$ cat config.mk
export PLATFORM = sky130hd
export DESIGN_NAME = rv_core
export DESIGN_NICKNAME = d
export VERILOG_FILES = /design/src/design/rv_pkg.sv /design/src/design/rv_alu.sv /design/src/design/rv_decoder.sv /design/src/design/rv_regfile.sv /design/src/design/rv_execute.sv /design/src/design/rv_fetch.sv /design/src/design/rv_core.sv
export SDC_FILE = /design/constraint.sdc
export NUM_CORES = 2
export LEC_CHECK = 0
export ABC_CLOCK_PERIOD_IN_PS = 38100
export BUFFER_PORTS_ARGS = -buffer_cell sky130_fd_sc_hd__buf_2
export CORE_ASPECT_RATIO = 0.9
export CORE_MARGIN = 4
export CORE_UTILIZATION = 40
export DETAILED_ROUTE_END_ITERATION = 16
export PLACE_DENSITY = 0.52
export SETUP_SLACK_MARGIN = 0.5
export SLEW_MARGIN = 30
export SYNTH_ARGS = -nofsm -noshare
export SYNTH_HDL_FRONTEND = slang
export SYNTH_SLANG_ARGS = --single-unit
$ cat constraint.sdc
create_clock -name clk -period 38.1 [get_ports clk]
set_input_delay 1.905 -clock clk [delete_from_list [all_inputs] [get_ports clk]]
set_output_delay 1.905 -clock clk [all_outputs]
set_load 0.02 [all_outputs]
$ cat src/design/rv_pkg.sv
// RV32I core shared definitions
// ISA widths, opcodes, instruction enums and the records passed between stages
`default_nettype none

package rv_pkg;

    localparam int XLEN = 32;

    typedef logic [XLEN-1:0] word_t;
    typedef logic [4:0]      reg_idx_t;

    localparam word_t RESET_PC = 32'h8000_0000;

    // Major opcodes supported by this core
    localparam logic [6:0] OP_REG    = 7'b0110011;
    localparam logic [6:0] OP_IMM    = 7'b0010011;
    localparam logic [6:0] OP_LUI    = 7'b0110111;
    localparam logic [6:0] OP_AUIPC  = 7'b0010111;
    localparam logic [6:0] OP_JAL    = 7'b1101111;
    localparam logic [6:0] OP_JALR   = 7'b1100111;
    localparam logic [6:0] OP_BRANCH = 7'b1100011;

    // Branch conditions in funct3
    localparam logic [2:0] F3_BEQ  = 3'b000;
    localparam logic [2:0] F3_BNE  = 3'b001;
    localparam logic [2:0] F3_BLT  = 3'b100;
    localparam logic [2:0] F3_BGE  = 3'b101;
    localparam logic [2:0] F3_BLTU = 3'b110;
    localparam logic [2:0] F3_BGEU = 3'b111;

    typedef enum logic [2:0] {
        TYPE_R,  // Register-register
        TYPE_I,  // Immediate ALU and JALR
        TYPE_U,  // LUI, AUIPC
        TYPE_J,  // JAL
        TYPE_B,  // Conditional branch
        TYPE_N   // Unsupported
    } inst_t;

    typedef enum logic [3:0] {
        ALU_ADD,
        ALU_SUB,
        ALU_SLL,
        ALU_SLT,
        ALU_SLTU,
        ALU_XOR,
        ALU_SRL,
        ALU_SRA,
        ALU_OR,
        ALU_AND
    } alu_op_t;

    // Everything execute needs from one instruction
    typedef struct packed {
        logic [6:0] opcode;
        logic [2:0] funct3;
        reg_idx_t   rd;
        reg_idx_t   rs1;
        reg_idx_t   rs2;
        word_t      imm;
        inst_t      inst_type;
        alu_op_t    alu_op;
        logic       illegal;
    } decoded_t;

    // Record of one retired instruction
    typedef struct packed {
        word_t    pc;
        reg_idx_t rd;
        word_t    wdata;
        logic     we;       // Never set for x0
        logic     illegal;
    } retire_t;

endpackage

`default_nettype wire

$ cat src/design/rv_alu.sv
// Integer ALU with branch comparator
// Ten RV32I operations plus the six branch conditions on the same operands
`timescale 1ns/1ps
`default_nettype none

module rv_alu (
    input  rv_pkg::word_t    a,
    input  rv_pkg::word_t    b,
    input  rv_pkg::alu_op_t  op,
    input  logic [2:0]       funct3,
    output rv_pkg::word_t    result,
    output logic             branch_taken
);
    import rv_pkg::*;

    logic [4:0] shamt;
    logic       equal;
    logic       lt_signed;
    logic       lt_unsigned;

    assign shamt       = b[4:0];
    assign equal       = a == b;
    assign lt_signed   = $signed(a) < $signed(b);
    assign lt_unsigned = a < b;

    always_comb begin
        case (op)
            ALU_ADD:  result = a + b;
            ALU_SUB:  result = a - b;
            ALU_SLL:  result = a << shamt;
            ALU_SLT:  result = {{(XLEN-1){1'b0}}, lt_signed};
            ALU_SLTU: result = {{(XLEN-1){1'b0}}, lt_unsigned};
            ALU_XOR:  result = a ^ b;
            ALU_SRL:  result = a >> shamt;
            ALU_SRA:  result = $signed(a) >>> shamt;  // Sign fill
            ALU_OR:   result = a | b;
            ALU_AND:  result = a & b;
            default:  result = a + b;
        endcase
    end

    always_comb begin
        case (funct3)
            F3_BEQ:  branch_taken = equal;
            F3_BNE:  branch_taken = !equal;
            F3_BLT:  branch_taken = lt_signed;
            F3_BGE:  branch_taken = !lt_signed;
            F3_BLTU: branch_taken = lt_unsigned;
            F3_BGEU: branch_taken = !lt_unsigned;
            default: branch_taken = 1'b0;  // Reserved encodings never branch
        endcase
    end

endmodule

`default_nettype wire

$ cat src/design/rv_decoder.sv
// Instruction decoder
// Splits out the fields, classifies the format and builds immediate and ALU op
`timescale 1ns/1ps
`default_nettype none

module rv_decoder (
    input  rv_pkg::word_t     inst,
    output rv_pkg::decoded_t  dec
);
    import rv_pkg::*;

    logic [6:0] opcode;
    logic [6:0] funct7;
    inst_t      inst_type;
    word_t      imm;
    alu_op_t    alu_op;

    assign opcode = inst[6:0];
    assign funct7 = inst[31:25];

    always_comb begin
        case (opcode)
            OP_REG:            inst_type = TYPE_R;
            OP_IMM, OP_JALR:   inst_type = TYPE_I;
            OP_LUI, OP_AUIPC:  inst_type = TYPE_U;
            OP_JAL:            inst_type = TYPE_J;
            OP_BRANCH:         inst_type = TYPE_B;
            default:           inst_type = TYPE_N;
        endcase
    end

    // Sign-extended immediates per format
    always_comb begin
        case (inst_type)
            TYPE_I:  imm = {{20{inst[31]}}, inst[31:20]};
            TYPE_U:  imm = {inst[31:12], 12'b0};
            TYPE_J:  imm = {{12{inst[31]}}, inst[19:12], inst[20], inst[30:21], 1'b0};
            TYPE_B:  imm = {{20{inst[31]}}, inst[7], inst[30:25], inst[11:8], 1'b0};
            default: imm = '0;
        endcase
    end

    always_comb begin
        alu_op = ALU_ADD;  // Address and U-type arithmetic
        if (opcode == OP_REG || opcode == OP_IMM) begin
            case (inst[14:12])
                3'b000: begin
                    // SUB exists only in the register form
                    if (opcode == OP_REG && funct7[5]) begin
                        alu_op = ALU_SUB;
                    end
                end
                3'b001:  alu_op = ALU_SLL;
                3'b010:  alu_op = ALU_SLT;
                3'b011:  alu_op = ALU_SLTU;
                3'b100:  alu_op = ALU_XOR;
                3'b101:  alu_op = funct7[5] ? ALU_SRA : ALU_SRL;
                3'b110:  alu_op = ALU_OR;
                default: alu_op = ALU_AND;
            endcase
        end
    end

    assign dec = '{opcode:    opcode,
                   funct3:    inst[14:12],
                   rd:        inst[11:7],
                   rs1:       inst[19:15],
                   rs2:       inst[24:20],
                   imm:       imm,
                   inst_type: inst_type,
                   alu_op:    alu_op,
                   illegal:   inst_type == TYPE_N};

endmodule

`default_nettype wire

$ cat src/design/rv_regfile.sv
// General register file
// x1..x31 with x0 reading as zero, two read ports and one write port
`timescale 1ns/1ps
`default_nettype none

module rv_regfile (
    input  logic              clk,
    input  logic              reset,
    input  logic              we,
    input  rv_pkg::reg_idx_t  waddr,
    input  rv_pkg::word_t     wdata,
    input  rv_pkg::reg_idx_t  raddr1,
    input  rv_pkg::reg_idx_t  raddr2,
    output rv_pkg::word_t     rdata1,
    output rv_pkg::word_t     rdata2
);
    import rv_pkg::*;

    word_t regs [1:31];  // No storage behind x0

    always_ff @(posedge clk or posedge reset) begin
        if (reset) begin
            for (int i = 1; i < 32; i++) begin
                regs[i] <= '0;
            end
        end else if (we && waddr != '0) begin
            regs[waddr] <= wdata;
        end
    end

    assign rdata1 = (raddr1 == '0) ? '0 : regs[raddr1];
    assign rdata2 = (raddr2 == '0) ? '0 : regs[raddr2];

endmodule

`default_nettype wire

$ cat src/design/rv_execute.sv
// Execute stage
// Operand selection, branch and jump resolution and writeback around the ALU
`timescale 1ns/1ps
`default_nettype none

module rv_execute (
    input  logic              commit,
    input  rv_pkg::word_t     pc,
    input  rv_pkg::decoded_t  dec,
    input  rv_pkg::word_t     rs1_data,
    input  rv_pkg::word_t     rs2_data,
    output rv_pkg::word_t     next_pc,
    output rv_pkg::retire_t   result,
    output logic              rf_we,
    output rv_pkg::reg_idx_t  rf_waddr,
    output rv_pkg::word_t     rf_wdata
);
    import rv_pkg::*;

    word_t op_a;
    word_t op_b;
    word_t alu_result;
    word_t target;
    word_t pc_plus4;
    logic  branch_taken;
    logic  is_jalr;
    logic  is_jump;
    logic  wb_en;

    assign pc_plus4 = pc + 32'd4;
    assign is_jalr  = dec.opcode == OP_JALR;
    assign is_jump  = dec.inst_type == TYPE_J || is_jalr;

    always_comb begin
        case (dec.inst_type)
            TYPE_R, TYPE_B: begin  // Branches compare rs1 with rs2
                op_a = rs1_data;
                op_b = rs2_data;
            end
            TYPE_I: begin
                op_a = rs1_data;
                op_b = dec.imm;
            end
            TYPE_U: begin
                op_a = (dec.opcode == OP_LUI) ? '0 : pc;
                op_b = dec.imm;
            end
            default: begin
                op_a = pc;
                op_b = dec.imm;
            end
        endcase
    end

    rv_alu u_alu (
        .a            (op_a),
        .b            (op_b),
        .op           (dec.alu_op),
        .funct3       (dec.funct3),
        .result       (alu_result),
        .branch_taken (branch_taken)
    );

    // Jump and branch target adder
    rv_alu u_target (
        .a            (is_jalr ? rs1_data : pc),
        .b            (dec.imm),
        .op           (ALU_ADD),
        .funct3       (dec.funct3),
        .result       (target),
        .branch_taken ()
    );

    always_comb begin
        if (is_jalr) begin
            next_pc = {target[XLEN-1:1], 1'b0};
        end else if (dec.inst_type == TYPE_J) begin
            next_pc = target;
        end else if (dec.inst_type == TYPE_B && branch_taken) begin
            next_pc = target;
        end else begin
            next_pc = pc_plus4;  // Also for illegal opcodes
        end
    end

    assign wb_en    = !dec.illegal && dec.inst_type != TYPE_B && dec.rd != '0;
    assign rf_wdata = is_jump ? pc_plus4 : alu_result;
    assign rf_waddr = dec.rd;
    assign rf_we    = commit && wb_en;

    assign result = '{pc:      '0,  // Filled in by fetch
                      rd:      dec.rd,
                      wdata:   rf_wdata,
                      we:      wb_en,
                      illegal: dec.illegal};

endmodule

`default_nettype wire

$ cat src/design/rv_fetch.sv
// Fetch unit
// Holds the pc, issues one fetch at a time and registers the retire record
`timescale 1ns/1ps
`default_nettype none

module rv_fetch (
    input  logic             clk,
    input  logic             reset,
    input  logic             inst_valid,
    input  rv_pkg::word_t    next_pc,
    input  rv_pkg::retire_t  result,
    output logic             fetch_req,
    output rv_pkg::word_t    fetch_addr,
    output logic             retire_valid,
    output rv_pkg::retire_t  retire,
    output logic             commit
);
    import rv_pkg::*;

    word_t pc;
    logic  started;      // Low only until the boot fetch is issued
    logic  outstanding;  // A fetch is waiting for its instruction

    assign fetch_addr = pc;
    assign commit     = outstanding & inst_valid;  // Stray inst_valid is dropped

    always_ff @(posedge clk or posedge reset) begin
        if (reset) begin
            pc           <= RESET_PC;
            started      <= 1'b0;
            outstanding  <= 1'b0;
            fetch_req    <= 1'b0;
            retire_valid <= 1'b0;
        end else begin
            started      <= 1'b1;
            fetch_req    <= !started || commit;  // Boot fetch, then one per commit
            retire_valid <= commit;
            if (fetch_req) begin
                outstanding <= 1'b1;
            end else if (commit) begin
                outstanding <= 1'b0;
            end
            if (commit) begin
                pc <= next_pc;
            end
        end
    end

    // Retire payload, pc of the committed instruction added here
    always_ff @(posedge clk) begin
        if (commit) begin
            retire <= '{pc:      pc,
                        rd:      result.rd,
                        wdata:   result.wdata,
                        we:      result.we,
                        illegal: result.illegal};
        end
    end

endmodule

`default_nettype wire

$ cat src/design/rv_core.sv
// RV32I integer core top level
// Fetch, decode, execute and register file with one instruction in flight
`timescale 1ns/1ps
`default_nettype none

module rv_core (
    input  logic             clk,
    input  logic             reset,
    input  logic             inst_valid,
    input  rv_pkg::word_t    inst,
    output logic             fetch_req,
    output rv_pkg::word_t    fetch_addr,
    output logic             retire_valid,
    output rv_pkg::retire_t  retire
);
    import rv_pkg::*;

    logic     commit;
    word_t    next_pc;
    retire_t  result;
    decoded_t dec;
    word_t    rs1_data;
    word_t    rs2_data;
    logic     rf_we;
    reg_idx_t rf_waddr;
    word_t    rf_wdata;

    rv_fetch u_fetch (
        .clk          (clk),
        .reset        (reset),
        .inst_valid   (inst_valid),
        .next_pc      (next_pc),
        .result       (result),
        .fetch_req    (fetch_req),
        .fetch_addr   (fetch_addr),
        .retire_valid (retire_valid),
        .retire       (retire),
        .commit       (commit)
    );

    rv_decoder u_decoder (
        .inst (inst),
        .dec  (dec)
    );

    rv_regfile u_regfile (
        .clk    (clk),
        .reset  (reset),
        .we     (rf_we),
        .waddr  (rf_waddr),
        .wdata  (rf_wdata),
        .raddr1 (dec.rs1),
        .raddr2 (dec.rs2),
        .rdata1 (rs1_data),
        .rdata2 (rs2_data)
    );

    // Fetch address is the pc of the instruction being executed
    rv_execute u_execute (
        .commit   (commit),
        .pc       (fetch_addr),
        .dec      (dec),
        .rs1_data (rs1_data),
        .rs2_data (rs2_data),
        .next_pc  (next_pc),
        .result   (result),
        .rf_we    (rf_we),
        .rf_waddr (rf_waddr),
        .rf_wdata (rf_wdata)
    );

endmodule

`default_nettype wire

; ---- Yosys cells after proc, flatten, opt, wreduce, memory -nomap -nowiden
; Index checks and enable logic that the tools add are counted.
; Widths: inputs -> output; s select.
[classes]
eq_ne = 30
shifts = 3
add_sub_neg = 4
mux = 29
reduce_logical = 25
n_bitwise = 7
n_lt_le_gt_ge = 6
[op_table]
columns = cell, n
row1 = $bwmux 992, 1
row2 = $mux 32, 14
row3 = $bmux 32 s5, 2
row4 = $pmux 32 s9, 1
row5 = $demux 32 s5, 1
row6 = $pmux 32 s4, 1
row7 = $add 32x32->32, 2
row8 = $lt 32x32->1, 2
row9 = $pmux 32 s2, 1
row10 = $add 32x3->32 const B, 1
row11 = $and 32x32->32, 1
row12 = $eq 32x32->1, 1
row13 = $or 32x32->32, 1
row14 = $shl 32x5->32, 1
row15 = $shr 32x5->32, 1
row16 = $sshr 32x5->32, 1
row17 = $sub 32x32->32, 1
row18 = $xor 32x32->32, 1
row19 = $pmux 4 s7, 1
row20 = $eq 7x7->1 const B, 3
row21 = $eq 3x3->1 const B, 6
row22 = $ge 6x6->1 const B, 3
row23 = $not 5->6, 3
row24 = $eq 4x3->1 const B, 4
row25 = 23 further kinds, 50
[word_totals]
in_bits = 35
word_cells = 145
reg_bits = 1099

; ---- Longest topological paths before layout
[depth]
word_depth = 13
ltp_mapped = 31

; ---- By module
; Synthesis repeated with hierarchy kept, for this count alone.
[unflattened]
hier_cells = 7202
area_unflattened_um2 = 79073.3
[by_module_without_submodules]
columns = mod, area_per_inst_um2, instances, cells_each, seq_area_each_um2
row1 = rv_regfile, 53456.3, 1, 3766, 24823.8
row2 = rv_alu (u_execute.u_alu), 9148.8, 1, 1346, 0.0
row3 = rv_alu (u_execute.u_target), 9009.9, 1, 1343, 0.0
row4 = rv_fetch, 3565.9, 1, 149, 3034.2
row5 = rv_execute, 3131.8, 1, 481, 0.0
row6 = rv_decoder, 760.7, 1, 117, 0.0

; ---- Worst setup path after synthesis
; Ideal clock, no wire load.
[synth_path]
kind = input-to-reg
start = input port inst[20]
end = register, netlist name u_fetch.retire[33]
cell_stages = 28
path_buffers = 11
setup_slack_ns = 29.498
required_ns = 37.834
setup_ns = 0.266
arrival_ns = 8.337
cell_sequence = buf_6 buf_8 buf_8 buf_8 buf_6 clkbuf_1 buf_2 buf_2 buf_1 mux4_2 nand2_1 nand3_1 o2111ai_1 nand2_1 ha_1 clkbuf_1 or4_1 or3_1 a211o_1 and4_1 nor3_1 nor3_1 o41ai_1 a221oi_1 a221o_1 a21oi_1 buf_2 nor2_1
[synth_lines]
columns = item, line_no
row1 = from (decl), rv_core.sv:10  ; input rv_pkg::word_t inst,

==> key figures <==
Outcome
  • Outcome: complete, no violations

Power and ir drop
  • Clk pwr share: 38.0%
  • Comb power frac: 24.6%
  • Psw: 1.22 mW
  • Peak VDD IR: 41.0 uV
  • Switching share of power: 35.3%
  • Leak pwr: 33.7 nW
  • Internal Pwr Total: 2.24 mW
  • Pwr per Cell Area: 45.1 nW/um^2
  • Flop pwr share: 37.4%

Routing
  • DRT Pass-1 Iters: 6
  • Total Wirelength: 306,000 um
  • Via-to-Cell Ratio: 6.58
  • Initial DRC count: 7,893
  • DR vias: 58,100
  • Routed Antenna Nets: 0
  • DRC: 0
  • WL/cell: 34.7 um

Placed design
  • Port Buffer Count: 139
  • Pre-CTS setup slack: 26.76 ns
  • Placer congestion estimate: 1.02
  • Detailed Place HPWL: 196,000 um

Timing
  • Setup-failing EPs final: 0
  • Fin crit share: 27.8%
  • Relative slew margins: 27.9%
  • WHS: 0.399 ns
  • Worst-margin pin slew: 1.08 ns
  • Max-slew violation count: 0
  • Final Hold Viols: 0
  • RSZ-0062 raised after global routing: no
  • Final Skew: 0.0238 ns
  • Min Clock Period, post-route: 10.59 ns
  • Post-route setup slack: 27.51 ns
  • Fmax: 94.4 MHz
  • Setup TNS: 0 ns

CTS
  • Root Driver: clkbuf_16
  • Clk_lat worst skew: 0.79 ns
  • Clock sink count: 1,099
  • Postcts setup bufs: 0
  • Htree depth: 4
  • Clock slew at reported path FFs: 0.06 ns
  • Post-CTS Hold Buffers: 0
  • Post-CTS Resized: 0
  • Clk buf depth: 3
  • Cts bufs inserted: 131
  • CTS tree: done

Synth
  • Synth Net Count: 6,811
  • #FFs+latches synth: 1,099
  • Post-synth EDFFs: 71
  • Post-synth top cells: 1,027 x dfrtp_1, 883 x nand2_1, 597 x o21ai_0
  • Post-synth top area share: 37.0%
  • Post-synth ARST share: 93.5%
  • Synth warn: 0
  • Post-Synthesis Cells: 6,644
  • Synth area leaders: dfrtp_1 37%, mux4_2 12%, mux2_2 6.9%, mux2i_1 6.8%, nand2_1 4.8%
  • Avg Cell Area, Syn: 10.5 um^2
  • Seq/Total Area, Yosys: 40.1%
  • Most common cell in the netlist: dfrtp_1
  • Cell accounting for the most synthesized area: dfrtp_1
  • Synth Flop Type: dfrtp_1
  • Area of the mapped netlist: 69,500 um^2
  • Post-synth cell types: 112

Final layout
  • Fin nets: 6,619
  • Filler cells: 16,300
  • Sequential cell area: 27,900 um^2
  • Multi-input gate area: 39,000 um^2
  • Layout cell share with drive strength beyond 1: 22.4%
  • Area Overhead vs Synth: 10.7%
  • Final Util: 44.7%

Critical path
  • Worst Path Max Fanout: 81
  • CP arrival: 11.10 ns
  • Worst setup EP type: flop
  • Worst setup SP type: primary input
  • Crit path largest cell delay: 0.87 ns
  • CP dominant cell by count: buf_4
  • CP top delay family: buffers and inverters
  • Worst reg2reg setup slack: 30.82 ns
  • Critical setup path kind: in2reg
  • Worst EP required: 38.61 ns
  • Worst Path Buf+Inv: 6
  • CP max-delay cell: buf_4
  • CP Cell Sequence: buf_8 -> buf_12 -> buf_4 -> buf_4 -> buf_4 -> mux4_2 -> a22oi_1 -> o21ai_0 -> nand3b_1 -> a22o_1 -> ha_1 -> or4_1 -> or3_1 -> nor3_1 -> nor3_1 -> o41ai_1 -> a221oi_1 -> a221o_1 -> a21oi_4 -> buf_4 -> nor2_1

Global route
  • Antenna violations before repair: 23
  • Largest net degree at the start of global routing: 153
  • First-pass GRT wire length: 432,000 um
  • Vias in the first global route: 55,600
  • Overflow after GRT: 0
  • Total GRT Usage: 33.4%

Die
  • Die Ht: 403 um
  • Starting density of the core: 40.4%
  • Core ar.: 172,000 um^2
  • Die width: 447 um
  • # IOs: 140
  • Die ar.: 180,000 um^2
  • Row count: 144

Run
  • Maxcap violations: 0

Hold path
  • Hold WC Path Type: reg2reg
-- cells in the final DEF (no fill, tap or decap), types with 68 or more instances in the layout --
cell       count
inv_1        132
nand2_1      852
dfrtp_1     1027
nand3_1      115
buf_4        151
a21oi_1      182
o21ai_0      594
clkbuf_16    133
a22oi_1      123
a21o_1        68
nor2_1       215
buf_2        134
o22ai_1       80
edfxtp_1      71
ha_1         129
mux4_2       355
mux2i_1      466
o21ai_1       76
o31ai_1      197
mux2_2       426
-- registers in the layout (all words and copies together) (netlist names) --
register / cells
u_regfile.regs: 992
u_fetch.retire_valid: 1
u_fetch.started: 1
u_fetch.fetch_addr: 32
u_fetch.retire: 71
u_fetch.outstanding: 1
u_fetch.fetch_req: 1
-- metrics by stage --
step | area (um^2) | total power, mW | std cells
2_1_floorplan | 69500 | 1.81 | 6644
6_report | 76900 | 3.47 | 8832
4_1_cts | 76800 | 3.46 | 8817
5_1_grt | 76900 | 3.58 | 8823
3_5_place_dp | 72300 | 2.14 | 8579
3_3_place_gp | 72000 | 2.14 | 8575
-- routing by layer --
layer	GRT usage [%]	vias up	routed length, um
met5	0.0807	-	114
met4	13.1	18	14500
met3	9.02	598	32700
met2	47.7	3227	128000
met1	48.0	29900	131000
li1	-	24400	-
-- kinds of logic after synthesis --
logic type | Yosys count | share of synthesized area, %
xor gates and xnor gates | 72 | 0.908
adders and majority gates | 132 | 2.41
AOI/OAI and AO/OA | 1764 | 16.5
muxes | 1255 | 25.3
other | 1 | 0.00540
DFF | 1099 | 40.1
buffers and inverters | 776 | 5.02
and+or+nand+nor | 1545 | 9.78
-- worst paths after layout --
kind | start | endpoint | depth (start not counted)
worst max-delay path | inst[15] | u_fetch.retire[33]$_DFFE_PP_ | 21
worst min-delay path | u_fetch.started$_DFF_PP0_ | u_fetch.fetch_req$_DFF_PP0_ | 1
worst max register to register | u_regfile.regs[135]$_DFFE_PP0P_ | u_fetch.retire[33]$_DFFE_PP_ | 17
worst min register to register | u_fetch.started$_DFF_PP0_ | u_fetch.fetch_req$_DFF_PP0_ | 1
max in group asynchronous | reset | u_regfile.regs[606]$_DFFE_PP0P_ | 7
min in group asynchronous | reset | u_regfile.regs[479]$_DFFE_PP0P_ | 2
-- final cells by class --
cell class                 instances  area share (%)
multi-input combinational       4769            50.7
sequential                      1099            36.2
clock inverter                    58            1.02
timing repair buffer             308            2.87
clock buffer                     180            4.75
tap                             2263            3.68
antenna                           12          0.0391
inverter                         143           0.731
-- power groups by stage --
stage | Clock [mW] | Combinational [mW] | Sequential [mW]
6_report | 1.32 | 0.852 | 1.30
5_1_grt | 1.38 | 0.894 | 1.30
4_1_cts | 1.34 | 0.829 | 1.30
3_5_place_dp | 0 | 0.826 | 1.32
3_3_place_gp | 0 | 0.826 | 1.32
2_1_floorplan | 0 | 0.496 | 1.31
Note: power is estimated with default switching activity, not from simulation.
